<file path="config.mk">
export PLATFORM = sky130hd
export DESIGN_NAME = cu_control
export DESIGN_NICKNAME = d
export VERILOG_FILES = /design/src/verilog/cu_pkg.sv /design/src/verilog/cu_control.sv /design/src/verilog/cu_job_status.sv /design/src/verilog/cu_edge_write_arbiter.sv /design/src/verilog/cu_graph_algorithm.sv /design/src/verilog/cu_vertex_job_dispatch.sv /design/src/verilog/cu_vertex_job_filter.sv
export SDC_FILE = /design/constraint.sdc
export NUM_CORES = 2
export LEC_CHECK = 0
export BUFFER_PORTS_ARGS = -buffer_cell sky130_fd_sc_hd__buf_4
export CAP_MARGIN = 15
export CORE_AREA = 2 2 350 352
export DETAILED_ROUTE_END_ITERATION = 6
export DIE_AREA = 0 0 352 354
export PLACE_DENSITY = 0.54
export SLEW_MARGIN = 20
export SYNTH_ARGS = -nofsm -noshare
export SYNTH_HDL_FRONTEND = slang
export SYNTH_SLANG_ARGS = --single-unit
</file>
<file path="constraint.sdc">
create_clock -name clock -period 5 [get_ports clock]
set_clock_uncertainty 0.05 [all_clocks]
set_input_delay 1.5 -clock clock [delete_from_list [all_inputs] [get_ports clock]]
set_output_delay 1.5 -clock clock [all_outputs]
set_load 0.02 [all_outputs]
</file>
<file path="src/verilog/cu_pkg.sv">
package cu_pkg;

	//////////////////////////////////////////////////////////////////////
	// widths
	//////////////////////////////////////////////////////////////////////

	// vertex ids and vertex counts
	parameter int VERTEX_BITS = 32;
	// edge indices, out-degrees and edge counts
	parameter int EDGE_BITS   = 32;

	typedef logic [VERTEX_BITS-1:0] vertex_id_t;
	typedef logic [EDGE_BITS-1:0]   edge_idx_t;

	//////////////////////////////////////////////////////////////////////
	// job and record types
	//////////////////////////////////////////////////////////////////////

	// one vertex job as it enters the filter
	typedef struct packed {
		logic       valid;
		vertex_id_t id;
		edge_idx_t  out_degree;
		edge_idx_t  edge_start;
	} vertex_t;

	// one edge write record, one per edge walked
	typedef struct packed {
		logic       valid;
		vertex_id_t vertex_id;
		edge_idx_t  edge_index;
	} edge_write_t;

	// job descriptor for a run
	typedef struct packed {
		vertex_id_t num_vertices;
		edge_idx_t  num_edges;
	} wed_t;

	// result of a run
	typedef struct packed {
		vertex_id_t vertex_count;
		edge_idx_t  edge_count;
	} cu_return_t;

endpackage
</file>
<file path="src/verilog/cu_control.sv">
`timescale 1ns/1ps

module cu_control #(
	parameter int NUM_GRAPH_CU = 4
) (
	input  logic                clock,
	input  logic                rstn,
	input  logic                enabled_in,
	input  cu_pkg::wed_t        wed_in,
	input  logic                wed_valid,
	input  cu_pkg::vertex_t     vertex_in,
	output logic                vertex_request,
	input  logic                write_alfull,
	output cu_pkg::edge_write_t write_out,
	output logic                cu_done,
	output cu_pkg::cu_return_t  cu_return
);

	cu_pkg::vertex_t     vertex_filtered;
	logic                vertex_filtered_pulse;
	cu_pkg::vertex_t     vertex_job [0:NUM_GRAPH_CU-1];
	logic [NUM_GRAPH_CU-1:0] busy;
	logic [NUM_GRAPH_CU-1:0] write_request;
	logic [NUM_GRAPH_CU-1:0] write_grant;
	logic [NUM_GRAPH_CU-1:0] vertex_done;
	cu_pkg::edge_write_t write_record [0:NUM_GRAPH_CU-1];

	//////////////////////////////////////////////////////////////////////
	// vertex path: filter then dispatch
	//////////////////////////////////////////////////////////////////////

	cu_vertex_job_filter filter_i (
		.clock                (clock),
		.rstn                 (rstn),
		.vertex_in            (vertex_in),
		.vertex_filtered      (vertex_filtered),
		.vertex_filtered_pulse(vertex_filtered_pulse)
	);

	cu_vertex_job_dispatch #(
		.NUM_GRAPH_CU(NUM_GRAPH_CU)
	) dispatch_i (
		.clock          (clock),
		.rstn           (rstn),
		.enabled_in     (enabled_in),
		.vertex_filtered(vertex_filtered),
		.busy           (busy),
		.vertex_job     (vertex_job),
		.vertex_request (vertex_request)
	);

	//////////////////////////////////////////////////////////////////////
	// compute units
	//////////////////////////////////////////////////////////////////////

	generate
		for (genvar i = 0; i < NUM_GRAPH_CU; i++) begin : graph_algorithm_cu
			cu_graph_algorithm cu_i (
				.clock        (clock),
				.rstn         (rstn),
				.vertex_job   (vertex_job[i]),
				.busy         (busy[i]),
				.write_request(write_request[i]),
				.write_record (write_record[i]),
				.write_grant  (write_grant[i]),
				.vertex_done  (vertex_done[i])
			);
		end
	endgenerate

	// merge the unit records onto the single write stream
	cu_edge_write_arbiter #(
		.NUM_GRAPH_CU(NUM_GRAPH_CU)
	) arbiter_i (
		.clock        (clock),
		.rstn         (rstn),
		.enabled_in   (enabled_in),
		.write_alfull (write_alfull),
		.write_request(write_request),
		.write_record (write_record),
		.write_grant  (write_grant),
		.write_out    (write_out)
	);

	cu_job_status #(
		.NUM_GRAPH_CU(NUM_GRAPH_CU)
	) status_i (
		.clock                (clock),
		.rstn                 (rstn),
		.enabled_in           (enabled_in),
		.wed_in               (wed_in),
		.wed_valid            (wed_valid),
		.vertex_done          (vertex_done),
		.vertex_filtered_pulse(vertex_filtered_pulse),
		.write_valid          (write_out.valid),
		.cu_done              (cu_done),
		.cu_return            (cu_return)
	);

endmodule

</file>
<file path="src/verilog/cu_job_status.sv">
`timescale 1ns/1ps

module cu_job_status #(
	parameter int NUM_GRAPH_CU = 4
) (
	input  logic                    clock,
	input  logic                    rstn,
	input  logic                    enabled_in,
	input  cu_pkg::wed_t            wed_in,
	input  logic                    wed_valid,
	input  logic [NUM_GRAPH_CU-1:0] vertex_done,
	input  logic                    vertex_filtered_pulse,
	input  logic                    write_valid,
	output logic                    cu_done,
	output cu_pkg::cu_return_t      cu_return
);

	cu_pkg::wed_t       wed_q;
	logic               wed_seen;
	logic               wed_load;
	cu_pkg::vertex_id_t vertex_count;
	cu_pkg::vertex_id_t vertex_add;
	cu_pkg::edge_idx_t  edge_count;

	assign wed_load = enabled_in && wed_valid;

	// units finishing this cycle plus a dropped vertex
	always_comb begin
		vertex_add = cu_pkg::vertex_id_t'(vertex_filtered_pulse);
		for (int i = 0; i < NUM_GRAPH_CU; i++) begin
			vertex_add = vertex_add + cu_pkg::vertex_id_t'(vertex_done[i]);
		end
	end

	//////////////////////////////////////////////////////////////////////
	// descriptor and counters
	//////////////////////////////////////////////////////////////////////

	always_ff @(posedge clock or negedge rstn) begin
		if (!rstn) begin
			wed_q        <= '0;
			wed_seen     <= 1'b0;
			vertex_count <= '0;
			edge_count   <= '0;
		end else if (wed_load) begin
			// a new descriptor starts a new run
			wed_q        <= wed_in;
			wed_seen     <= 1'b1;
			vertex_count <= '0;
			edge_count   <= '0;
		end else begin
			vertex_count <= vertex_count + vertex_add;
			edge_count   <= edge_count + cu_pkg::edge_idx_t'(write_valid);
		end
	end

	// result registered one cycle behind the counters
	always_ff @(posedge clock or negedge rstn) begin
		if (!rstn) begin
			cu_done   <= 1'b0;
			cu_return <= '0;
		end else if (wed_load) begin
			cu_done   <= 1'b0;
			cu_return <= '0;
		end else begin
			cu_done <= wed_seen && (vertex_count == wed_q.num_vertices)
				&& (edge_count == wed_q.num_edges);
			cu_return.vertex_count <= vertex_count;
			cu_return.edge_count   <= edge_count;
		end
	end

endmodule

</file>
<file path="src/verilog/cu_edge_write_arbiter.sv">
`timescale 1ns/1ps

module cu_edge_write_arbiter #(
	parameter int NUM_GRAPH_CU = 4
) (
	input  logic                    clock,
	input  logic                    rstn,
	input  logic                    enabled_in,
	input  logic                    write_alfull,
	input  logic [NUM_GRAPH_CU-1:0] write_request,
	input  cu_pkg::edge_write_t     write_record [0:NUM_GRAPH_CU-1],
	output logic [NUM_GRAPH_CU-1:0] write_grant,
	output cu_pkg::edge_write_t     write_out
);

	logic [NUM_GRAPH_CU-1:0] req_open;
	logic [NUM_GRAPH_CU-1:0] above_last;
	logic [NUM_GRAPH_CU-1:0] req_high;
	logic [NUM_GRAPH_CU-1:0] winner;
	logic [NUM_GRAPH_CU-1:0] last_winner;
	cu_pkg::edge_write_t     record_sel;

	// a unit granted this cycle still shows its old record, skip it once
	assign req_open = write_request & ~write_grant;

	// every position above the last winner, empty when it was the top unit
	assign above_last = -(last_winner << 1);
	assign req_high   = req_open & above_last;

	// round robin: first requester above the last winner, else wrap around
	always_comb begin
		if (|req_high) begin
			winner = req_high & (-req_high);
		end else begin
			winner = req_open & (-req_open);
		end
	end

	// record of the unit currently holding the grant
	always_comb begin
		record_sel = '0;
		for (int i = 0; i < NUM_GRAPH_CU; i++) begin
			if (write_grant[i]) begin
				record_sel = write_record[i];
			end
		end
	end

	//////////////////////////////////////////////////////////////////////
	// grant register and write output
	//////////////////////////////////////////////////////////////////////

	always_ff @(posedge clock or negedge rstn) begin
		if (!rstn) begin
			write_grant                   <= '0;
			last_winner                   <= '0;
			last_winner[NUM_GRAPH_CU-1]   <= 1'b1;
			write_out                     <= '0;
		end else begin
			if (enabled_in && !write_alfull) begin
				write_grant <= winner;
				if (|winner) begin
					last_winner <= winner;
				end
			end else begin
				write_grant <= '0;
			end
			write_out.valid      <= |write_grant;
			write_out.vertex_id  <= record_sel.vertex_id;
			write_out.edge_index <= record_sel.edge_index;
		end
	end

endmodule

</file>
<file path="src/verilog/cu_graph_algorithm.sv">
`timescale 1ns/1ps

module cu_graph_algorithm (
	input  logic                clock,
	input  logic                rstn,
	input  cu_pkg::vertex_t     vertex_job,
	output logic                busy,
	output logic                write_request,
	output cu_pkg::edge_write_t write_record,
	input  logic                write_grant,
	output logic                vertex_done
);

	typedef enum logic {
		STATE_IDLE,
		STATE_WALK
	} state_t;

	state_t            state;
	cu_pkg::edge_idx_t edge_last;
	logic              last_granted;

	assign busy          = (state == STATE_WALK);
	assign write_request = (state == STATE_WALK);

	// grant for the final edge of the vertex
	assign last_granted = write_grant && (write_record.edge_index == edge_last);

	//////////////////////////////////////////////////////////////////////
	// edge walk
	//////////////////////////////////////////////////////////////////////

	always_ff @(posedge clock or negedge rstn) begin
		if (!rstn) begin
			state        <= STATE_IDLE;
			write_record <= '0;
			edge_last    <= '0;
			vertex_done  <= 1'b0;
		end else begin
			vertex_done <= 1'b0;
			case (state)
				STATE_IDLE: begin
					if (vertex_job.valid) begin
						// degree is never zero here, the filter removed those
						write_record.valid      <= 1'b1;
						write_record.vertex_id  <= vertex_job.id;
						write_record.edge_index <= vertex_job.edge_start;
						edge_last <= vertex_job.edge_start + vertex_job.out_degree
							- cu_pkg::edge_idx_t'(1);
						state <= STATE_WALK;
					end
				end
				STATE_WALK: begin
					if (last_granted) begin
						write_record.valid <= 1'b0;
						vertex_done        <= 1'b1;
						state              <= STATE_IDLE;
					end else if (write_grant) begin
						// next edge shows up the cycle after the grant
						write_record.edge_index <= write_record.edge_index
							+ cu_pkg::edge_idx_t'(1);
					end
				end
				default: begin
					state <= STATE_IDLE;
				end
			endcase
		end
	end

endmodule

</file>
<file path="src/verilog/cu_vertex_job_dispatch.sv">
`timescale 1ns/1ps

module cu_vertex_job_dispatch #(
	parameter int NUM_GRAPH_CU = 4
) (
	input  logic                    clock,
	input  logic                    rstn,
	input  logic                    enabled_in,
	input  cu_pkg::vertex_t         vertex_filtered,
	input  logic [NUM_GRAPH_CU-1:0] busy,
	output cu_pkg::vertex_t         vertex_job [0:NUM_GRAPH_CU-1],
	output logic                    vertex_request
);

	cu_pkg::vertex_t         pending;
	logic [NUM_GRAPH_CU-1:0] taken;
	logic [NUM_GRAPH_CU-1:0] idle;
	logic [NUM_GRAPH_CU-1:0] pick;
	logic                    dispatch;

	// a unit strobed last cycle is not idle until its busy shows up
	assign idle = ~busy & ~taken;

	// lowest set bit of idle
	assign pick     = idle & (-idle);
	assign dispatch = enabled_in && pending.valid && (|idle);

	// only ask for a new vertex when both stages are empty
	assign vertex_request = enabled_in && !pending.valid && !vertex_filtered.valid;

	//////////////////////////////////////////////////////////////////////
	// pending vertex
	//////////////////////////////////////////////////////////////////////

	always_ff @(posedge clock or negedge rstn) begin
		if (!rstn) begin
			pending <= '0;
		end else if (vertex_filtered.valid) begin
			pending <= vertex_filtered;
		end else if (dispatch) begin
			pending.valid <= 1'b0;
		end
	end

	//////////////////////////////////////////////////////////////////////
	// strobe to the selected unit
	//////////////////////////////////////////////////////////////////////

	always_ff @(posedge clock or negedge rstn) begin
		if (!rstn) begin
			taken <= '0;
			for (int i = 0; i < NUM_GRAPH_CU; i++) begin
				vertex_job[i] <= '0;
			end
		end else begin
			// released once the unit reports busy
			taken <= (taken & ~busy) | (dispatch ? pick : '0);
			for (int i = 0; i < NUM_GRAPH_CU; i++) begin
				vertex_job[i]       <= pending;
				vertex_job[i].valid <= dispatch && pick[i];
			end
		end
	end

endmodule

</file>
<file path="src/verilog/cu_vertex_job_filter.sv">
`timescale 1ns/1ps

module cu_vertex_job_filter (
	input  logic            clock,
	input  logic            rstn,
	input  cu_pkg::vertex_t vertex_in,
	output cu_pkg::vertex_t vertex_filtered,
	output logic            vertex_filtered_pulse
);

	logic has_edges;

	// a vertex with no outgoing edges has nothing to walk
	assign has_edges = (vertex_in.out_degree != '0);

	//////////////////////////////////////////////////////////////////////
	// one register stage
	//////////////////////////////////////////////////////////////////////

	always_ff @(posedge clock or negedge rstn) begin
		if (!rstn) begin
			vertex_filtered       <= '0;
			vertex_filtered_pulse <= 1'b0;
		end else begin
			// payload always follows, valid only for vertices with edges
			vertex_filtered.id         <= vertex_in.id;
			vertex_filtered.out_degree <= vertex_in.out_degree;
			vertex_filtered.edge_start <= vertex_in.edge_start;
			vertex_filtered.valid      <= vertex_in.valid && has_edges;

			// dropped vertices still count as completed
			vertex_filtered_pulse <= vertex_in.valid && !has_edges;
		end
	end

endmodule

</file>
### Word-level counts from Yosys, hierarchy flattened

Index checks and enable logic that the tools add are counted.

* register bits after elaboration: 957
* bits of input ports: 166
* output and inout port bits: 131
* word-level logic and storage cells: 185

* add/sub/neg operators: 16
* eq/ne operators: 18
* multiplexer cells: 49
* bitwise operators: 15
* reduce and logical (&&, ||, !) cells: 37

Operator list (count)
* 32-bit two-way mux: 10
* 64-bit two-way mux: 5
* 65-bit two-way mux: 4
* 32-bit one-hot mux with 2 select lines: 4
* 32-bit == test: 6
* 32-bit by 1-bit adder with 32-bit output: 4
* 32-bit by 1-bit adder with 32-bit output, second input constant: 4
* 32-bit adder: 2
* 32-bit nonzero test: 1
* 32-bit by 1-bit subtractor with 32-bit output, second input constant: 1
* 4-bit AND: 7
* 1-bit two-way mux: 19
* 1-bit logical AND: 18
* 2-bit != test, second input constant: 8
* 4-bit negation: 4
* 4-bit OR reduction: 4
* 4-bit two-way mux: 3
* 4-bit NOT: 3
* 3-bit AND reduction: 4
* 2-bit AND reduction: 5
* 2-bit by 1-bit != test with 1-bit output, second input constant: 4
* 1-bit one-hot mux with 2 select lines: 4
* 1-bit zero test: 4
* 1-bit NOT: 4
* 3 further kinds: 3

### Longest topological paths before layout

* depth after elaboration: 8
* mapped depth: 13
* depth with buffers taken out: 13

### By module

From an unflattened synthesis, not the netlist that was laid out.

* cells, all modules: 5706
* area total of the unflattened synthesis: 52625.5 um2

By module, submodules not included
* cu_graph_algorithm at graph_algorithm_cu[1].cu_i ...: times used 2, cells an instance 955, area each 7400.8 um2, seq. area each 2477.4 um2
* cu_vertex_job_dispatch: times used 1, cells an instance 618, area each 8540.7 um2, seq. area each 5029.8 um2
* cu_job_status: times used 1, cells an instance 832, area each 8488.1 um2, seq. area each 4854.7 um2
* cu_graph_algorithm at graph_algorithm_cu[3].cu_i: times used 1, cells an instance 956, area each 7430.9 um2, seq. area each 2477.4 um2
* cu_graph_algorithm at graph_algorithm_cu[0].cu_i: times used 1, cells an instance 927, area each 7395.8 um2, seq. area each 2477.4 um2
* cu_edge_write_arbiter: times used 1, cells an instance 352, area each 3437.0 um2, seq. area each 1801.7 um2
* cu_vertex_job_filter: times used 1, cells an instance 111, area each 2531.2 um2, seq. area each 2452.4 um2

### Worst setup path before layout

OpenSTA, ideal clock, no wires.

* kind: input to output
* start point: input enabled_in
* end point: output vertex_request
* arrival time: 2021 ps
* required time: 3450 ps
* setup slack: 1429 ps
* stages on the path: 1
* path buffers: 0
* cells stage by stage: nor3b_1

* cells in the longest elaborated chain, start to end: 2

Ends and longest elaborated chain
* start, declared: RTL line cu_control.sv:8 `input logic enabled_in,`
* 1-bit logical AND (2 in series): RTL line cu_vertex_job_dispatch.sv:29 `assign vertex_request = enabled_in && !pending.valid && !vertex_filtered.valid;`
* end, declared: RTL line cu_control.sv:12 `output logic vertex_request,`

No other way between the ends.

==> metrics.md <==
| Metric | Value |
|---|---|
| Synthesis Warnings | `0` |
| TritonCTS clock tree | `done` |
| CP startpoint kind | `register` |
| RePlAce Congestion | `0.925` |
| Register area share after synthesis | `57.1%` |
| Synth Instances | `4174` |
| Routed Antenna Nets | `0` |
| Top_reg_cell synth | `dfrtp_1` |
| Starting Density | `34.7%` |
| Nets | `4617` |
| Crit. Startpoint | `dispatch_i.vertex_job[292]$_DFF_PN0_` |
| Min Clock Period, post-route | `3.67 ns` |
| CTS buffer count | `108` |
| End of the critical path | `graph_algorithm_cu[2].cu_i.edge_last[27]$_DFFE_PN0P_` |
| Core footprint | `121000 sq um` |
| Slew Viols, Final | `0` |
| Final TNS setup | `0 ns` |
| Top layer in use | `met4` |
| Post-CTS setup buffer count | `0` |
| Worst R2R Setup Slack | `1.33 ns` |
| WL final | `128 mm` |
| Port Buf Inserts | `296` |
| Synth Cell Area | `41900 sq um` |
| H-tree depth | `3` |
| Average vias per placed instance | `5.18` |
| Max cap viols | `0` |
| Final hold vios | `0` |
| Worst setup EP type | `register` |
| R2r startpoint | `dispatch_i.vertex_job[292]$_DFF_PN0_` |
| Clk slew on worst S/H paths | `0.06 ns` |
| Type of the worst setup path | `reg2reg` |
| Vias | `31600` |
| HP Class | `reg2reg` |
| Outcome | `complete, no violations` |
| Worst-Margin Slew | `1.20 ns` |
| Die width | `352 um` |
| Area contributors post-synth | `dfrtp_1 (57%), nand2_1 (7.6%), xor2_1 (4.3%)` |
| CP arrival | `4.17 ns` |
| Antenna violations before repair | `6` |
| Yosys cell types | `75` |
| Post-DP HPWL | `89.7 mm` |
| Initial drt markers | `2776` |
| Final Instance Area | `49500 sq um` |
| Wl on met1 | `58.5 mm` |
| Hold buffers post-CTS | `0` |
| GRT Overall Usage | `20.3%` |
| Largest net degree at the start of global routing | `110` |
| Relative slew slack | `19.7%` |
| Power per cell area | `452 nW/um^2` |
| Filler cell count | `11800` |
| Post-synthesis area per instance | `10.0 sq um` |
| Post-CTS Resized | `0` |
| Syn_nets | `4416` |
| Commonest non-fill, non-tap cell in the layout | `dfrtp_1` |
| WP data required | `5.50 ns` |
| Post-route DRC violation count | `0` |
| Die Y | `354 um` |
| Total gr overflow | `0` |
| Max VDD drop | `0.000347 V` |
| Root Driver | `clkbuf_16` |
| DRT Pass-1 Iters | `5` |
| FF+latch count, synth | `957` |
| Met2 wire len | `56.8 mm` |
| Met3 wire length | `8.62 mm` |
| Final Setup Violations | `0` |
| Vias in the first global route | `30700` |
| CP Max Fanout | `9` |
| Reg2reg path depth | `13` |
| Hold_ws | `0.321 ns` |
| Fmax achieved | `272 MHz` |
| Num ports | `297` |
| Wirelength per Cell | `21.0 um` |
| First-pass GRT wire length | `195 mm` |
| Synth area leader | `dfrtp_1` |
| Area post-placement | `45800 sq um` |
| Unrepaired setup endpoints after global routing | `no` |
| Post-synth top area share | `57.1%` |
| Reg-to-reg critical path endpoint | `graph_algorithm_cu[2].cu_i.edge_last[27]$_DFFE_PN0P_` |
| Area Overhead vs Synth | `18.2%` |
| Clk buf depth | `3` |
| Async set or reset register ratio after synthesis | `100%` |
| LEAKAGE | `23.8 nW` |
| Die area | `125000 sq um` |
| Rows | `128` |
| Most frequent cells in the layout | `dfrtp_1 (955), nand2_1 (847), buf_4 (340)` |
| Layout cells sized above 1 | `15.3%` |
| Crit share post-route | `73.4%` |
| CTS Sinks | `957` |
| Clock network latency to the later pin of the worst-skew pair | `0.70 ns` |
| EDFF count, synth | `0` |
cells in the mapped netlist (all sizes together), types with 13 or more instances:
cell type,count
nand3,125
buf,71
inv,165
a21oi,226
nand4,52
dfrtp,957
a31oi,17
o22ai,128
clkbuf,194
or3,14
nor2,190
nor4,65
nor2b,19
nand2,853
ha,72
o221ai,13
a21o,30
xnor2,61
xor2,208
o21ai,231
mux2,96
nor3,56
and2,76
and3,40
a22oi,92
area by class of cell:
| class | instances | area, sq um | share of cell area (%) |
|---|---|---|---|
| Multi-Input combinational cell | 2784 | 16300 | 32.9 |
| Antenna cell | 2 | 5.00 | 0.0101 |
| Clock inverter | 53 | 589 | 1.19 |
| Tap cell | 1625 | 2030 | 4.10 |
| Sequential cell | 957 | 24000 | 48.4 |
| Inverter | 168 | 631 | 1.27 |
| Clock buffer | 150 | 3130 | 6.33 |
| Timing Repair Buffer | 356 | 2870 | 5.79 |
critical path, cell delays in order, from the launching register on:
cell	delay, ns
dfrtp_1	0.54
inv_1	0.08
ha_1	0.28
inv_1	0.04
ha_1	0.21
fa_1	0.40
a21oi_1	0.25
o22ai_1	0.15
o31ai_2	0.37
a21oi_1	0.14
o21bai_1	0.31
a31oi_4	0.21
xnor2_1	0.33
o21ai_0	0.14
worst min path at each step:
stage,start,end,cells after the start
2_1_floorplan,dispatch_i.pending[0]$_DFFE_PN0P_,dispatch_i.vertex_job[291]$_DFF_PN0_,0
3_3_place_gp,dispatch_i.pending[79]$_DFFE_PN0P_,dispatch_i.vertex_job[370]$_DFF_PN0_,0
3_5_place_dp,dispatch_i.pending[29]$_DFFE_PN0P_,dispatch_i.vertex_job[320]$_DFF_PN0_,0
4_1_cts,dispatch_i.pending[29]$_DFFE_PN0P_,dispatch_i.vertex_job[320]$_DFF_PN0_,0
5_1_grt,dispatch_i.pending[19]$_DFFE_PN0P_,dispatch_i.vertex_job[310]$_DFF_PN0_,0
6_report,dispatch_i.pending[60]$_DFFE_PN0P_,dispatch_i.vertex_job[351]$_DFF_PN0_,0
per-layer routing:
layer,up-vias,global-route usage (%)
met2,1152,30.6
met3,217,3.35
met5,-,0
met4,0,7.11
li1,14600,-
met1,15600,29.5
metrics by stage:
stage               util [%]  instances  worst slack, ns  power, mW
floorplan                  -       4174             1.43       12.2
global placement        37.9       5890             1.44       14.3
detailed placement      37.9       5890             1.41       14.3
CTS                     41.0       6093             1.38       22.6
global route            41.0       6093             1.11       23.5
finish                  41.0       6095             1.33       22.4
flip-flops by register name, indices dropped and copies added, names as in the netlist:
register / count
status_i.wed_q: 64
arbiter_i.write_grant: 4
graph_algorithm_cu.cu_i.vertex_done: 4
status_i.cu_return: 64
dispatch_i.pending: 97
arbiter_i.write_out: 65
status_i.vertex_count: 32
filter_i.vertex_filtered_pulse: 1
graph_algorithm_cu.cu_i.edge_last: 128
dispatch_i.taken: 4
status_i.edge_count: 32
dispatch_i.vertex_job: 100
graph_algorithm_cu.cu_i.write_record: 256
arbiter_i.last_winner: 3
graph_algorithm_cu.cu_i.busy: 4
filter_i.vertex_filtered: 97
status_i.cu_done: 1
status_i.wed_seen: 1
report_power, final:
| part | total, mW | internal (mW) | switching (mW) |
|---|---|---|---|
| combinational | 4.39 | 1.60 | 2.79 |
| clock | 8.18 | 4.82 | 3.37 |
| sequential | 9.83 | 8.81 | 1.02 |
cell families after synthesis:
group | share of synthesized area, %
AO/OA/AOI/OAI | 11.7
multiplexers | 2.79
XOR/XNOR | 5.64
AND/OR/NAND/NOR | 16.2
buffers and inverters | 4.20
flip-flops | 57.1
adder cells (fa/ha/maj) | 2.34
(Power assumes the default switching activity.)
